File: config.mk
export PLATFORM = sky130hd
export DESIGN_NAME = fpu_top
export DESIGN_NICKNAME = d
export VERILOG_FILES = /design/src/meta_fpu_pkg.sv /design/src/fpu_decode.sv /design/src/fpu_lane.sv /design/src/meta_fpu.sv /design/src/fpu_status.sv /design/src/fpu_top.sv
export VERILOG_INCLUDE_DIRS = /design/src
export SDC_FILE = /design/constraint.sdc
export NUM_CORES = 1
export LEC_CHECK = 0
export BUFFER_PORTS_ARGS = -buffer_cell sky130_fd_sc_hd__buf_2
export CAP_MARGIN = 0
export CORE_MARGIN = 4
export CORE_UTILIZATION = 42
export CTS_BUF_LIST = sky130_fd_sc_hd__clkbuf_8
export DETAILED_ROUTE_END_ITERATION = 6
export PLACE_DENSITY_LB_ADDON = 0.25
export RECOVER_POWER = 25
export SKIP_LAST_GASP = 1
export SLEW_MARGIN = 0
export SYNTH_ARGS = -nofsm -noshare
export SYNTH_HDL_FRONTEND = slang
export SYNTH_HIERARCHICAL = 1
export SYNTH_SLANG_ARGS = --single-unit
File: constraint.sdc
create_clock -name clk -period 8.4 [get_ports clk]
set_input_delay 1.68 -clock clk [delete_from_list [all_inputs] [get_ports clk]]
set_output_delay 1.68 -clock clk [all_outputs]
set_load 0.01 [all_outputs]
File: src/meta_fpu_defines.svh
// SIMD floating-point side unit, shared width definitions
// Sizes of the operand word, the byte enables, the destination register
// index and the issue tag

`ifndef META_FPU_DEFINES_SVH
`define META_FPU_DEFINES_SVH

// Operand and result word width
`define FPU_WID 64

// One write enable and one copy-target bit per byte of the word
`define FPU_BYTES 8

// Destination register index width, index zero is never written
`define FPU_REG_W 5

// Issue tag width
`define FPU_TAG_W 4

`endif

File: src/meta_fpu_pkg.sv
// SIMD floating-point side unit, shared types
// Vector types for operands, masks, register indices and tags, plus the
// operation, precision and exception cause encodings

`default_nettype none

package meta_fpu_pkg;

`include "meta_fpu_defines.svh"

	typedef logic [`FPU_WID-1:0]   fpu_data_t;
	typedef logic [`FPU_BYTES-1:0] byte_mask_t;
	typedef logic [`FPU_REG_W-1:0] reg_idx_t;
	typedef logic [`FPU_TAG_W-1:0] fpu_tag_t;
	typedef logic [31:0]           instr_t;

	// Operation codes from instruction bits 2:0, codes 6 and 7 are reserved
	typedef enum logic [2:0] {
		OP_SGNJ  = 3'd0,
		OP_SGNJN = 3'd1,
		OP_SGNJX = 3'd2,
		OP_MIN   = 3'd3,
		OP_MAX   = 3'd4,
		OP_CMPLT = 3'd5
	} fpu_op_e;

	// Lane precision from instruction bits 5:4
	typedef enum logic [1:0] {
		PREC_H = 2'd0,
		PREC_S = 2'd1,
		PREC_D = 2'd2,
		PREC_X = 2'd3
	} fpu_prec_e;

	typedef enum logic [1:0] {
		CAUSE_NONE    = 2'd0,
		CAUSE_INVALID = 2'd1,
		CAUSE_ILLEGAL = 2'd2
	} cause_e;

endpackage

`default_nettype wire

File: src/fpu_decode.sv
// Instruction decoder for the SIMD floating-point side unit
// Pulls the operation and precision fields out of the instruction word and
// flags reserved encodings, purely combinational

`timescale 1ns/1ns
`default_nettype none

module fpu_decode import meta_fpu_pkg::*; (
	input  instr_t    instr_i,
	output fpu_op_e   op_o,
	output fpu_prec_e prec_o,
	output logic      illegal_o
);

	// ========================================================================
	// Field extraction
	// ========================================================================

	logic [2:0] op_field;
	logic [1:0] prec_field;
	logic       op_bad;
	logic       prec_bad;

	// Operation code lives in the low three bits
	assign op_field   = instr_i[2:0];
	// Bit 3 is unused by this unit
	assign prec_field = instr_i[5:4];

	// Reserved codes still go out on op_o, the lanes give zero for them
	assign op_o   = fpu_op_e'(op_field);
	assign prec_o = fpu_prec_e'(prec_field);

	// ========================================================================
	// Legality
	// ========================================================================

	// Codes above CMPLT have no lane operation behind them
	always_comb begin
		case (op_field)
		OP_SGNJ, OP_SGNJN, OP_SGNJX: op_bad = 1'b0;
		OP_MIN, OP_MAX, OP_CMPLT:    op_bad = 1'b0;
		default:                     op_bad = 1'b1;
		endcase
	end

	// Precision 3 would be quad, which this unit does not carry
	assign prec_bad = (prec_field == PREC_X);

	// Either fault zeroes the result and the write enables downstream
	assign illegal_o = op_bad | prec_bad;

endmodule

`default_nettype wire

File: src/fpu_lane.sv
// One floating-point lane of the SIMD side unit
// Performs sign injection, minimum, maximum and less-than compare on a
// half, single or double operand pair and registers the result together
// with its invalid-operation flag after one cycle

`timescale 1ns/1ns
`default_nettype none

module fpu_lane import meta_fpu_pkg::*; #(
	parameter int LANE_W = 32
) (
	input  logic              clk,
	input  logic              rst_n_i,
	input  fpu_op_e           op_i,
	input  logic [LANE_W-1:0] a_i,
	input  logic [LANE_W-1:0] b_i,
	output logic [LANE_W-1:0] res_o,
	output logic              invalid_o
);

	// Exponent width follows the IEEE format of the lane width
	localparam int EXP_W  = (LANE_W == 16) ? 5 : (LANE_W == 32) ? 8 : 11;
	localparam int FRAC_W = LANE_W - EXP_W - 1;

	// Canonical quiet NaN has a clear sign and only the top fraction bit set
	localparam logic [LANE_W-1:0] QNAN = {1'b0, {EXP_W{1'b1}}, 1'b1, {(FRAC_W-1){1'b0}}};

	logic              sgn_a, sgn_b;
	logic [LANE_W-2:0] mag_a, mag_b;
	logic              nan_a, nan_b;
	logic              snan_a, snan_b;
	logic              zero_a, zero_b;
	logic              lt;
	logic [LANE_W-1:0] res_d;
	logic              inv_d;

	// ========================================================================
	// Operand classification
	// ========================================================================

	assign sgn_a = a_i[LANE_W-1];
	assign sgn_b = b_i[LANE_W-1];
	assign mag_a = a_i[LANE_W-2:0];
	assign mag_b = b_i[LANE_W-2:0];

	// A NaN has an all-ones exponent and a non-zero fraction
	assign nan_a  = (&a_i[LANE_W-2 -: EXP_W]) & (|a_i[FRAC_W-1:0]);
	assign nan_b  = (&b_i[LANE_W-2 -: EXP_W]) & (|b_i[FRAC_W-1:0]);
	// Signaling when the quiet bit at the top of the fraction is clear
	assign snan_a = nan_a & ~a_i[FRAC_W-1];
	assign snan_b = nan_b & ~b_i[FRAC_W-1];
	// Zero of either sign
	assign zero_a = ~|mag_a;
	assign zero_b = ~|mag_b;

	// Sign-magnitude ordering, so -0 sorts below +0 here
	always_comb begin
		if (sgn_a != sgn_b)
			lt = sgn_a;
		else if (sgn_a)
			lt = (mag_a > mag_b);
		else
			lt = (mag_a < mag_b);
	end

	// ========================================================================
	// Operation select
	// ========================================================================

	always_comb begin
		res_d = '0;
		inv_d = 1'b0;
		case (op_i)
		// Sign injection keeps the magnitude of a and never raises invalid
		OP_SGNJ:  res_d = {sgn_b, mag_a};
		OP_SGNJN: res_d = {~sgn_b, mag_a};
		OP_SGNJX: res_d = {sgn_a ^ sgn_b, mag_a};
		OP_MIN, OP_MAX: begin
			if (nan_a & nan_b)
				res_d = QNAN;
			else if (nan_a)
				res_d = b_i;
			else if (nan_b)
				res_d = a_i;
			else if (op_i == OP_MIN)
				res_d = lt ? a_i : b_i;
			else
				res_d = lt ? b_i : a_i;
			// Only a signaling NaN is an invalid operation for min and max
			inv_d = snan_a | snan_b;
		end
		OP_CMPLT: begin
			// Compare treats the two zeros as equal, and any NaN as unordered
			res_d = {{(LANE_W-1){1'b0}}, lt & ~(zero_a & zero_b) & ~(nan_a | nan_b)};
			inv_d = nan_a | nan_b;
		end
		default: ;
		endcase
	end

	// Lane result register
	always_ff @(posedge clk) begin
		res_o <= res_d;
	end

	always_ff @(posedge clk) begin
		if (!rst_n_i)
			invalid_o <= 1'b0;
		else
			invalid_o <= inv_d;
	end

endmodule

`default_nettype wire

File: src/meta_fpu.sv
// Multi-precision SIMD floating-point datapath
// Runs half, single and double lanes side by side on every issue, picks
// the set named by the precision, merges copy-target bytes and squashes the
// write enables of flushed operations, with a fixed two-cycle latency

`timescale 1ns/1ns
`default_nettype none

`include "meta_fpu_defines.svh"

module meta_fpu import meta_fpu_pkg::*; (
	input  logic       clk,
	input  logic       rst_n_i,
	input  logic       issue_i,
	input  logic       flush_i,
	input  fpu_op_e    op_i,
	input  fpu_prec_e  prec_i,
	input  logic       illegal_i,
	input  fpu_data_t  a_i,
	input  fpu_data_t  b_i,
	input  fpu_data_t  t_i,
	input  byte_mask_t cptgt_i,
	input  logic       z_i,
	input  reg_idx_t   rd_i,
	input  fpu_tag_t   tag_i,
	output fpu_data_t  o_o,
	output reg_idx_t   rd_o,
	output fpu_tag_t   tag_o,
	output byte_mask_t we_o,
	output logic       done_o,
	output cause_e     exc_o
);

	localparam int N_H = `FPU_WID / 16;
	localparam int N_S = `FPU_WID / 32;
	localparam int N_D = `FPU_WID / 64;

	fpu_data_t      o16, o32, o64, sel, mrg;
	logic [N_H-1:0] inv16;
	logic [N_S-1:0] inv32;
	logic [N_D-1:0] inv64;
	byte_mask_t     inv_b;
	// Stage 1 side information travelling with the lanes
	logic v1, z1, ill1;
	fpu_data_t  t1;
	byte_mask_t cptgt1;
	fpu_prec_e  prec1;
	reg_idx_t   rd1;
	fpu_tag_t   tag1;
	// Flush conveyor with bit 0 at stage 1 and bit 1 at stage 2
	logic [1:0] stomp_con;
	byte_mask_t we_q;

	// ========================================================================
	// Lanes of every precision computing on every issue
	// ========================================================================

	for (genvar g = 0; g < N_H; g++) begin : g_h
		fpu_lane #(.LANE_W(16)) u_lane (.clk(clk), .rst_n_i(rst_n_i), .op_i(op_i),
			.a_i(a_i[g*16 +: 16]), .b_i(b_i[g*16 +: 16]),
			.res_o(o16[g*16 +: 16]), .invalid_o(inv16[g]));
	end
	for (genvar g = 0; g < N_S; g++) begin : g_s
		fpu_lane #(.LANE_W(32)) u_lane (.clk(clk), .rst_n_i(rst_n_i), .op_i(op_i),
			.a_i(a_i[g*32 +: 32]), .b_i(b_i[g*32 +: 32]),
			.res_o(o32[g*32 +: 32]), .invalid_o(inv32[g]));
	end
	for (genvar g = 0; g < N_D; g++) begin : g_d
		fpu_lane #(.LANE_W(64)) u_lane (.clk(clk), .rst_n_i(rst_n_i), .op_i(op_i),
			.a_i(a_i[g*64 +: 64]), .b_i(b_i[g*64 +: 64]),
			.res_o(o64[g*64 +: 64]), .invalid_o(inv64[g]));
	end

	// Stage 1 copies of the merge inputs and the side information
	always_ff @(posedge clk) begin
		t1     <= t_i;
		cptgt1 <= cptgt_i;
		z1     <= z_i;
		prec1  <= prec_i;
		ill1   <= illegal_i;
		rd1    <= rd_i;
		tag1   <= tag_i;
	end

	// ========================================================================
	// Precision select and copy-target merge
	// ========================================================================

	always_comb begin
		case (prec1)
		PREC_H:  sel = o16;
		PREC_S:  sel = o32;
		PREC_D:  sel = o64;
		default: sel = '0;
		endcase
	end

	for (genvar m = 0; m < `FPU_BYTES; m++) begin : g_byte
		logic lane_inv;

		// Invalid flag of the lane that owns this byte
		always_comb begin
			case (prec1)
			PREC_H:  lane_inv = inv16[m/2];
			PREC_S:  lane_inv = inv32[m/4];
			PREC_D:  lane_inv = inv64[m/8];
			default: lane_inv = 1'b0;
			endcase
		end

		// A copied byte hides whatever its lane flagged
		assign inv_b[m] = lane_inv & ~cptgt1[m];
		assign mrg[m*8 +: 8] = cptgt1[m] ? (z1 ? 8'h00 : t1[m*8 +: 8]) : sel[m*8 +: 8];
	end

	// ========================================================================
	// Flush conveyor and stage 2 output registers
	// ========================================================================

	always_ff @(posedge clk) begin
		if (!rst_n_i) begin
			v1        <= 1'b0;
			stomp_con <= 2'b00;
			done_o    <= 1'b0;
			we_q      <= '0;
			exc_o     <= CAUSE_NONE;
		end else begin
			v1     <= issue_i;
			done_o <= v1;
			// Register zero is a discard target and counts as a flush
			stomp_con[0] <= issue_i & (flush_i | ~|rd_i);
			if (v1) begin
				stomp_con[1] <= flush_i | stomp_con[0];
				we_q         <= ill1 ? '0 : '1;
				if (ill1)
					exc_o <= CAUSE_ILLEGAL;
				else if (|inv_b)
					exc_o <= CAUSE_INVALID;
				else
					exc_o <= CAUSE_NONE;
			end
		end
	end

	always_ff @(posedge clk) begin
		if (v1) begin
			o_o   <= ill1 ? '0 : mrg;
			rd_o  <= rd1;
			tag_o <= tag1;
		end
	end

	// Squashed operations still complete, just without writing anything
	assign we_o = stomp_con[1] ? '0 : we_q;

endmodule

`default_nettype wire

File: src/fpu_status.sv
// Floating-point status collector
// Keeps a sticky invalid-operation flag and a saturating count of
// completions that reported an invalid operation

`timescale 1ns/1ns
`default_nettype none

module fpu_status import meta_fpu_pkg::*; (
	input  logic       clk,
	input  logic       rst_n_i,
	input  logic       done_i,
	input  cause_e     exc_i,
	input  logic       clr_i,
	output logic       invalid_o,
	output logic [7:0] invalid_cnt_o
);

	logic hit;

	// Only completing operations with an invalid cause count
	assign hit = done_i & (exc_i == CAUSE_INVALID);

	always_ff @(posedge clk) begin
		if (!rst_n_i) begin
			invalid_o     <= 1'b0;
			invalid_cnt_o <= 8'd0;
		end else if (clr_i) begin
			// Clear wins over a completion in the same cycle
			invalid_o     <= 1'b0;
			invalid_cnt_o <= 8'd0;
		end else if (hit) begin
			invalid_o <= 1'b1;
			// Counter sticks at its top value
			if (invalid_cnt_o != 8'hFF)
				invalid_cnt_o <= invalid_cnt_o + 8'd1;
		end
	end

endmodule

`default_nettype wire

File: src/fpu_top.sv
// Top level of the SIMD floating-point side unit
// Decodes the issued instruction, runs it through the multi-precision
// datapath and collects invalid-operation status from its completions

`timescale 1ns/1ns
`default_nettype none

module fpu_top import meta_fpu_pkg::*; (
	input  logic       clk,
	input  logic       rst_n_i,
	input  logic       issue_i,
	input  instr_t     instr_i,
	input  fpu_data_t  a_i,
	input  fpu_data_t  b_i,
	input  fpu_data_t  t_i,
	input  byte_mask_t cptgt_i,
	input  logic       z_i,
	input  reg_idx_t   rd_i,
	input  fpu_tag_t   tag_i,
	input  logic       flush_i,
	input  logic       clr_status_i,
	output fpu_data_t  o_o,
	output reg_idx_t   rd_o,
	output fpu_tag_t   tag_o,
	output byte_mask_t we_o,
	output logic       done_o,
	output cause_e     exc_o,
	output logic       invalid_o,
	output logic [7:0] invalid_cnt_o
);

	fpu_op_e   op;
	fpu_prec_e prec;
	logic      illegal;

	// Decode sits in the issue cycle ahead of the lanes
	fpu_decode u_decode (.instr_i(instr_i), .op_o(op), .prec_o(prec), .illegal_o(illegal));

	meta_fpu u_meta_fpu (
		.clk(clk), .rst_n_i(rst_n_i), .issue_i(issue_i), .flush_i(flush_i),
		.op_i(op), .prec_i(prec), .illegal_i(illegal),
		.a_i(a_i), .b_i(b_i), .t_i(t_i), .cptgt_i(cptgt_i), .z_i(z_i),
		.rd_i(rd_i), .tag_i(tag_i),
		.o_o(o_o), .rd_o(rd_o), .tag_o(tag_o), .we_o(we_o),
		.done_o(done_o), .exc_o(exc_o)
	);

	// Status follows the completion stream one cycle later
	fpu_status u_status (
		.clk(clk), .rst_n_i(rst_n_i), .done_i(done_o), .exc_i(exc_o),
		.clr_i(clr_status_i), .invalid_o(invalid_o), .invalid_cnt_o(invalid_cnt_o)
	);

endmodule

`default_nettype wire

==> impl_metrics.tcl, run 1 <==
set metrics [dict create \
    tns_ns 0 \
    pin_count 340 \
    nets 3072 \
    clk_root_buffer_cell "clkbuf_8" \
    drt_iter0_markers 1679 \
    worst_ir_drop_vdd_mv 0.111 \
    yosysWarnings 6 \
    worst-path-max-fanout 32 \
    num_rows 83 \
    skew_ns 0.0441 \
    remaining_drc_errors 0 \
    dp_hpwl_um 50700 \
    synth-edff-count 73 \
    outcome "finished with violations" \
    pin_count_of_the_biggest_net_entering_global_routing 72 \
    fmax_mhz 178 \
    routed_metal_1_wire_length_um 31600 \
    static_leakage_power_uw 0.0109 \
    synth-main-ff-cell "dfxtp_1" \
    number_of_antenna_violations_at_the_first_check_in_global_routing 4 \
    post_cts.resized_instances 0 \
    setup_repair_after_global_routing_missed_its_margin "false" \
    area_delta_synth_final_pct 14.5 \
    cts.hold.buffers_added 0 \
    holdCritPathClass "flip-flop to flip-flop" \
    vias 19994 \
    required_ns 8.96 \
    cts.path.max_buffers 3 \
    route.met3.wl_um 5500 \
    final-setup-viol-count 0 \
    cts_tree "done" \
    cp_slowest_cell "a21oi_4" \
    drt-vias-per-instance 5.95 \
    length_of_the_first_detailed_routing_pass_in_iterations 5 \
    drv.max_cap_violation_count 2 \
    power_uw 4700 \
    postRouteAntennaNets 0 \
    dieArea_mm2 0.0559 \
    synth-seq-area-share_pct 37.4 \
    syn_avg_cell_area_um2 9.39 \
    violated_checks "capacitance limit, slew limit" \
    power_density_mw_per_mm2 187 \
    critPathArrivalTime_ns 6.17 \
    cts_htree_levels 3 \
    core_area_mm2 0.0515 \
    slew-limit-headroom_pct -71.6 \
    worst-setup-path-type "input port to flip-flop" \
    grt_first_pass_wirelength_um 112000 \
    ys_seq_elements 373 \
    place_congestion 0.916 \
    topRoutingLayerUsed "met4" \
    netlist_cell_types 94 \
    synthesis.instances 2334 \
    ordered_cell_list_for_the_critical_path "buf_2 > inv_1 > ha_1 > nor4_1 > and3_1 > nor4b_4 > mux2i_1 > mux2_4 > a21oi_4 > buf_4 > a22o_1" \
    detailroute.wirelength.met2_um 34000 \
    tightest_slew_ns 2.57 \
    layout-drive-gt1-share_pct 20.0 \
    fp.dieH_um 236 \
    die_width_um 236 \
    asyncSetResetFlopFracSynth_pct 0 \
    cp_endpoint_kind "flip-flop" \
    mappedNetlistArea_mm2 0.0219 \
    gr_util_all_layers_pct 25.2 \
    start_kind "input port" \
    post-cts-setup-buffer-count 0 \
    route.final.wire_length_um 74000 \
    cts.reportedPaths.clkPinSlew_ns 0.06 \
    initial_utilization_pct 42.5 \
    post_synthesis_net_count 2781 \
    final-max-slew-violation-count 82 \
    number_of_global_route_vias_before_repair 19930 \
    finalCriticalPeriod_ns 5.61 \
    max_stage_delay_ns 0.88 \
    buffer_ports.inserted 312 \
    cts_made_buffers 67 \
    drt-wirelength-per-cell_um 22.0 \
    grt-ovfl-total 0 \
    clkSinkCount 373 \
    hold_viol_final 0 \
    worst_skew_pair.late_latency_ns 0.67 \
    period_utilization_post_route_pct 66.7 \
]
==> synthesized netlist by cell type, types with 7 or more instances <==
cell type | instances | share of area (%)
o31ai_1 | 28 | 0.96
edfxtp_1 | 73 | 10
o41ai_1 | 8 | 0.32
nand3b_1 | 11 | 0.38
a32o_1 | 60 | 2.7
buf_6 | 17 | 0.87
a211oi_1 | 12 | 0.41
buf_2 | 12 | 0.27
and3_1 | 15 | 0.43
nor2b_1 | 22 | 0.63
o22ai_1 | 9 | 0.26
o211ai_1 | 15 | 0.51
a21oi_1 | 152 | 3.5
buf_4 | 13 | 0.45
nor4_1 | 85 | 2.4
or2_2 | 37 | 1.1
nor2_1 | 78 | 1.3
nand4_1 | 73 | 2.1
nand2_1 | 224 | 3.8
a22o_1 | 120 | 4.8
o21ai_0 | 48 | 1.1
nand3_1 | 47 | 1.1
or2_1 | 15 | 0.43
o21a_1 | 11 | 0.38
mux2i_1 | 77 | 3.5
xnor2_1 | 7 | 0.28
buf_1 | 7 | 0.12
buf_12 | 8 | 0.73
nor3_1 | 26 | 0.59
ha_1 | 200 | 11
or2_0 | 22 | 0.63
a31oi_1 | 15 | 0.43
a21o_1 | 70 | 2.4
clkbuf_1 | 42 | 0.72
inv_1 | 217 | 3.7
dfxtp_1 | 300 | 27
a211oi_2 | 11 | 0.63
==> stage by stage <==
step	cells	util (%)	hold slack, ns	cell area, µm²	setup slack (ns)
global route	3359	48.7	0.405	25100	2.62
floorplan	2334	-	0.386	21900	3.98
finish	3360	48.7	0.402	25100	2.79
CTS	3358	48.7	0.403	25100	2.92
detailed placement	3236	46.0	0.389	23700	2.22
global placement	3236	46.0	0.386	23700	2.32
==> worst max-delay path, delay by kind of cell <==
family	cells	cell delay, ns
compound gates	2	1.09
simple gates	3	1.05
fa+ha+maj	1	0.44
buf+inv	3	1.11
mux	2	0.76
==> flip-flops by register name (all words and copies together) (netlist names), 4 cells and up <==
| register | flops |
|---|---|
| u_meta_fpu/rd1 | 5 |
| u_meta_fpu/t1 | 64 |
| u_meta_fpu/g_h.u_lane/invalid_o | 4 |
| u_meta_fpu/rd_o | 5 |
| u_meta_fpu/tag1 | 4 |
| u_meta_fpu/tag_o | 4 |
| u_meta_fpu/g_s.u_lane/res_o | 64 |
| u_status/invalid_cnt_o | 8 |
| u_meta_fpu/o_o | 64 |
| u_meta_fpu/cptgt1 | 8 |
| u_meta_fpu/g_d.u_lane/res_o | 64 |
| u_meta_fpu/g_h.u_lane/res_o | 64 |
==> report_power, final <==
part / internal (µW) / switching, µW
sequential: 1980 / 56.6
combinational: 341 / 542
clock: 994 / 781
==> kinds of logic after synthesis <==
logic type / count (synthesis) / synth area share [%]
adder cells (fa/ha/maj): 200 / 11.4
multiplexers: 80 / 3.69
flip-flops: 373 / 37.4
AND/OR/NAND/NOR: 726 / 18.4
buffers and inverters: 324 / 7.34
XOR/XNOR: 7 / 0.280
AO/OA/AOI/OAI: 624 / 21.5
==> worst paths after layout <==
kind                                    startpoint                                 end  slack [ns]  depth (start not counted)
worst max-delay path                       a_i[63]  u_meta_fpu/g_d[0].u_lane/res_o[18]        2.79                         11
worst min-delay path            u_meta_fpu/tag1[0]                 u_meta_fpu/tag_o[0]        0.40                          0
worst max register to register       u_meta_fpu/v1                  u_meta_fpu/we_q[6]        4.19                          3
worst min register to register  u_meta_fpu/tag1[0]                 u_meta_fpu/tag_o[0]        0.40                          0
==> metal layers <==
metal  GRT usage [%]  vias to the layer above
met5               0                        -
li1                -                     9282
met3            4.86                      162
met2            40.8                      908
met4            11.0                        0
met1            32.8                     9642
==> layout make-up <==
class	instances	area, µm²
Clock inverter	42	295
Fill cell	4952	26400
Antenna cell	2	5.00
Multi-Input combinational cell	1637	12100
Inverter	218	818
Sequential cell	373	8200
Clock buffer	80	1100
Tap cell	680	851
Timing Repair Buffer	328	1670
==> placed cells by master, fill, tap and decap left out, types with 21 or more instances in the layout <==
cell type	count
nor3_1	25
o21ai_0	48
a21o_1	70
nor2b_1	21
buf_2	306
nor4_1	85
mux2i_1	77
a32o_1	60
ha_1	200
a21oi_1	150
a22o_1	120
nand2_1	224
inv_1	239
nand3_1	47
or2_2	37
or2_0	22
edfxtp_1	73
dfxtp_1	297
o31ai_1	28
nand4_1	73
clkbuf_8	80
nor2_1	78
No activity file was read; power rests on OpenSTA's default activity.
==> inputs of run 2 (changes only) <==
Clock period 8.4 ns to 5.1 ns, I/O delays scaled along.
==> run 2 against run 1 <==
The flow still finishes with violations (capacitance limit, slew limit). Non-clock buffer count up 33. First-iteration DRC count down 0.95%. Critical path depth up 2. Via count up 0.59%. Sequential cell count unchanged. Critical path type unchanged.
==> impl_metrics.tcl, run 2 (synthesized netlist as in run 1, its figures left out) <==
set metrics [dict create \
    gr_util_all_layers_pct 25.8 \
    vias 20111 \
    grt_first_pass_wirelength_um 115000 \
    drt-vias-per-instance 5.92 \
    holdCritPathClass "flip-flop to flip-flop" \
    r2r-end "u_meta_fpu/we_q[6]" \
    cts.path.max_buffers 3 \
    critPathArrivalTime_ns 4.72 \
    mostFrequentLayoutCells "buf_2, dfxtp_1, inv_1, nand2_1, ha_1" \
    power_density_mw_per_mm2 312 \
    slew-limit-headroom_pct -44.3 \
    fmax_mhz 240 \
    rr_worst_depth 3 \
    pin_count_of_the_biggest_net_entering_global_routing 68 \
    drt_iter0_markers 1663 \
    route.final.wire_length_um 75300 \
    critical_path.startpoint "b_i[8]" \
    cts_htree_levels 3 \
    length_of_the_first_detailed_routing_pass_in_iterations 7 \
    drt-wirelength-per-cell_um 22.2 \
    worst_skew_pair.late_latency_ns 0.65 \
    die_width_um 236 \
    gr-usage-met1_pct 33.8 \
    r2r_start "u_meta_fpu/v1" \
    global_route.usage.met3_pct 5.71 \
    cts.hold.buffers_added 0 \
    place.detailed.instances 3269 \
    worst-path-max-fanout 28 \
    outcome "finished with violations" \
    period_utilization_post_route_pct 81.6 \
    nets 3105 \
    post_cts.resized_instances 0 \
    initial_utilization_pct 42.5 \
    remaining_drc_errors 0 \
    worst-setup-path-type "input port to flip-flop" \
    cp_endpoint_kind "flip-flop" \
    final-max-slew-violation-count 79 \
    core_area_mm2 0.0515 \
    area_delta_synth_final_pct 16.1 \
    clk_root_buffer_cell "clkbuf_8" \
    timing.hold.worst.start "u_meta_fpu/tag1[0]" \
    worst_ir_drop_vdd_mv 0.233 \
    grt_busiest_layer "met2" \
    postRouteAntennaNets 0 \
    dieArea_mm2 0.0559 \
    clkSinkCount 373 \
    buffer_ports.inserted 312 \
    pin_count 340 \
    setup_repair_after_global_routing_missed_its_margin "false" \
    violated_checks "capacitance limit, slew limit" \
    layout_commonest_cell "buf_2" \
    place_congestion 0.926 \
    cts_made_buffers 67 \
    number_of_global_route_vias_before_repair 20219 \
    final-setup-viol-count 0 \
    cts.reportedPaths.clkPinSlew_ns 0.06 \
    finalCriticalPeriod_ns 4.16 \
    tightest_slew_ns 2.16 \
    skew_ns 0.0306 \
    required_ns 5.66 \
    tns_ns 0 \
    hold_viol_final 0 \
    fp.dieH_um 236 \
    dp_hpwl_um 52400 \
    drv.max_cap_violation_count 2 \
    num_rows 83 \
    post-cts-setup-buffer-count 0 \
    cts_tree "done" \
    start_kind "input port" \
    r2r_slack_ns 2.10 \
    layout-drive-gt1-share_pct 21.0 \
    number_of_antenna_violations_at_the_first_check_in_global_routing 2 \
    final-instance-count-excl-fill 3395 \
    static_leakage_power_uw 0.0111 \
    gr-usage-met2_pct 41.7 \
    critPathCapture "u_meta_fpu/g_d[0].u_lane/res_o[45]" \
    grt-ovfl-total 0 \
]
==> run 2: cell types whose count changed in the layout (fill, tap and decap cells not counted), moves of 3 or more <==
cell / previous run / this run
buf_4: 15 / 47
clkbuf_8: 80 / 86
clkinv_2: 8 / 3
clkinvlp_4: 0 / 4
clkinv_1: 3 / 0
==> run 2: final cells by class <==
cell class              count  area [µm²]
well taps                 680         851
inverters                 218         818
flip-flops and latches    373        8200
diodes                      2        5.00
repair buffers            361        1940
multi-input cells        1637       12100
fillers                  4849       26100
clock inverters            38         303
clock buffers              86        1180
==> run 2: worst max-delay path, cell delays in order <==
cell       delay [ns]
buf_2            0.24
inv_1            0.08
ha_1             0.30
a21oi_1          0.18
o21ai_1          0.12
a221oi_2         0.55
a2111oi_4        0.18
nor4b_4          0.49
mux2i_1          0.38
mux2_4           0.35
a21oi_4          0.19
buf_4            0.40
a22o_1           0.20
==> run 2: per-layer routing <==
metal | vias up | share of wire [%]
met3 | 165 | 8.7
met5 | - | 0.0093
met1 | 9688 | 42
met4 | 2 | 3.4
met2 | 895 | 45
li1 | 9361 | -
==> run 2: through the flow <==
stage,total power (µW),cell area (µm²),hold slack (ns),worst slack [ns],utilization [%]
2_1_floorplan,4320,21900,0.386,1.34,-
3_3_place_gp,4830,23900,0.385,0.481,46.5
4_1_cts,7980,25400,0.402,1.09,49.4
6_report,7920,25400,0.400,0.938,49.4
5_1_grt,8280,25400,0.405,0.819,49.4
3_5_place_dp,4880,23900,0.390,0.437,46.5
==> run 2: worst min path at each step <==
stage               cells after the start                   to  slack, ns
finish                                  0  u_meta_fpu/tag_o[0]       0.40
global route                            0  u_meta_fpu/tag_o[0]       0.40
CTS                                     0  u_meta_fpu/tag_o[0]       0.40
detailed placement                      0  u_meta_fpu/tag_o[0]       0.39
global placement                        0  u_meta_fpu/tag_o[0]       0.39
floorplan                               0   u_meta_fpu/rd_o[0]       0.39
==> run 2: power breakdown <==
| part | switching [µW] | internal [µW] |
|---|---|---|
| Clock | 1300 | 1780 |
| Combinational | 893 | 583 |
| Sequential | 103 | 3270 |
==> inputs of run 3 (changes only) <==
Settings changed: ABC_AREA set to 1.
Clock period 5.1 ns to 4.1 ns, I/O delays scaled along.
==> run 3 against run 2 <==
Cell area grew 10%. Clock skew rose by 0.0025 ns. Non-clock buffer count up 9. Highest routed layer unchanged. Die area grew 11%. Synthesized cell count increased by 53%. Sequential share of layout area down 3.0 points. First-iteration DRC count grew 32%. The flow still finishes with violations (capacitance limit, slew limit). Count of clock-buffer cells in the layout fell by 5. Global-route usage rose by 1.3 points. Area after synthesis up 11%. Clock power is 22% higher. Routed wire length is 16% higher.
==> impl_metrics.tcl, run 3 <==
set metrics [dict create \
    timing.final.ws_setup_ns 0.613 \
    tns_ns 0 \
    die_width_um 249 \
    outcome "finished with violations" \
    skew_ns 0.0331 \
    dp_hpwl_um 65000 \
    netlist_cell_types 43 \
    syn_avg_cell_area_um2 6.81 \
    cts.hold.buffers_added 0 \
    layout_commonest_cell "nand2_1" \
    layout-drive-gt1-share_pct 15.9 \
    start_kind "input port" \
    slew-limit-headroom_pct -77.6 \
    finalCriticalPeriod_ns 3.49 \
    synth-main-ff-cell "dfxtp_1" \
    critical_path.startpoint "instr_i[2]" \
    power_density_mw_per_mm2 363 \
    grt_first_pass_wirelength_um 134000 \
    fmax_mhz 287 \
    dp_worst_setup_slack_ns 0.494 \
    final-setup-viol-count 0 \
    drt-wirelength-per-cell_um 18.5 \
    setup_repair_after_global_routing_missed_its_margin "false" \
    cts.path.max_buffers 3 \
    cell_area_after_layout_mm2 0.0280 \
    number_of_global_route_vias_before_repair 22721 \
    synth_top_area_share_pct 24.7 \
    dieArea_mm2 0.0619 \
    post-cts-setup-buffer-count 0 \
    synth_most_common_cell "nand2_1" \
    remaining_drc_errors 0 \
    cts_made_buffers 67 \
    final-instance-count-excl-fill 4720 \
    holdCritPathClass "input port to flip-flop" \
    period_utilization_post_route_pct 85.0 \
    seq_area_mm2 0.00820 \
    asyncSetResetFlopFracSynth_pct 0 \
    fp.dieH_um 249 \
    mappedNetlistArea_mm2 0.0244 \
    route.final.wire_length_um 87500 \
    buffer_ports.inserted 312 \
    worst-path-max-fanout 31 \
    yosysWarnings 6 \
    gr_util_all_layers_pct 27.1 \
    length_of_the_first_detailed_routing_pass_in_iterations 5 \
    place_congestion 0.989 \
    drt_iter0_markers 2195 \
    drv.max_cap_violation_count 3 \
    power_uw 10200 \
    core_area_mm2 0.0569 \
    pin_count_of_the_biggest_net_entering_global_routing 65 \
    post_cts.resized_instances 0 \
    mostFrequentLayoutCells "nand2_1, inv_1, nand3_1, buf_2, dfxtp_1" \
    cts.reportedPaths.clkPinSlew_ns 0.06 \
    nets 4355 \
    area_delta_synth_final_pct 15.1 \
    vias 24680 \
    clk_root_buffer_cell "clkbuf_8" \
    place.detailed.instances 4595 \
    cts_tree "done" \
    synth.cells.most_frequent "nand2_1, inv_1, nand3_1, dfxtp_1, ha_1" \
    final-max-slew-violation-count 102 \
    placed_cell_area_mm2 0.0266 \
    synth-seq-area-share_pct 33.7 \
    violated_checks "capacitance limit, slew limit" \
    tightest_slew_ns 2.66 \
    multiInputGateArea_mm2 0.0134 \
    ys_seq_elements 373 \
    synth.top_cells.by_area "dfxtp_1, nand2_1, ha_1" \
    critPathArrivalTime_ns 3.95 \
    num_rows 87 \
    num-fill-cells 5873 \
    required_ns 4.56 \
    synthesis.instances 3577 \
    number_of_antenna_violations_at_the_first_check_in_global_routing 5 \
    static_leakage_power_uw 0.0142 \
    r2r_start "u_meta_fpu/v1" \
    worst-setup-path-type "input port to flip-flop" \
    postRouteAntennaNets 0 \
    pin_count 340 \
    post_synthesis_net_count 4024 \
    synth-edff-count 73 \
    cp_endpoint_kind "flip-flop" \
    worst_ir_drop_vdd_mv 0.309 \
    initial_utilization_pct 42.8 \
    cts_htree_levels 3 \
    synth.largest_area_cell "dfxtp_1" \
    worst_skew_pair.late_latency_ns 0.66 \
    timing.hold.worst.start "t_i[19]" \
    clkSinkCount 373 \
    grt-ovfl-total 0 \
    drt-vias-per-instance 5.23 \
    hold_viol_final 0 \
]
-- run 3: cell count changes after synthesis, sizes merged, moves of 62 or more --
cell	change
a21o	-62
inv	+298
o21ai	+68
mux2i	-77
nand2	+1070
a22o	-120
or2	-73
nand3	+333
nor2	+105
-- run 3: per-layer routing --
metal | global-route usage (%) | vias to the layer above | routed length [µm]
met5 | 0 | - | 40
met4 | 8.88 | 6 | 2920
met3 | 5.59 | 179 | 7570
met2 | 42.1 | 1137 | 38100
met1 | 37.6 | 11156 | 38900
li1 | - | 12202 | -
-- run 3: cell type report --
class,count,share of cell area [%]
clock inverters,41,1.18
flip-flops and latches,373,29.3
repair buffers,370,7.21
multi-input cells,2572,47.9
well taps,756,3.38
clock buffers,81,3.98
inverters,524,7.03
diodes,3,0.0268
-- run 3: kinds of logic (layout without fill, tap and decap cells) --
| group | count (synthesis) | count (layout) | synth area share [%] |
|---|---|---|---|
| AOI/OAI and AO/OA | 335 | 335 | 8.51 |
| adders and majority gates | 200 | 200 | 10.3 |
| and+or+nand+nor | 2037 | 2037 | 36.3 |
| other | 0 | 3 | 0 |
| buffers and inverters | 632 | 1016 | 11.2 |
| DFF | 373 | 373 | 33.7 |
-- run 3: power breakdown --
group	leakage [µW]	switching (µW)	internal, µW
combinational	0.0103	1530	709
clock	0.000803	1630	2120
sequential	0.00313	124	4070
-- run 3: path summary, 6_finish.rpt --
path,endpoint,slack (ns),depth (start not counted)
worst max register to register,u_meta_fpu/o_o[27],0.93,1
worst min-delay path,u_meta_fpu/t1[19],0.26,1
worst min register to register,u_meta_fpu/tag_o[3],0.40,0
worst max-delay path,u_meta_fpu/g_s[1].u_lane/res_o[4],0.61,4
-- run 3: critical path: stages --
cell      delay (ns)
clkbuf_1        1.41
nor2_1          0.78
inv_1           0.67
o21ai_0         0.24
-- run 3: stage by stage --
| stage | util [%] | hold WS (ns) |
|---|---|---|
| floorplan | - | 0.386 |
| global placement | 46.7 | 0.386 |
| detailed placement | 46.7 | 0.389 |
| CTS | 49.2 | 0.197 |
| global route | 49.2 | 0.211 |
| finish | 49.2 | 0.257 |
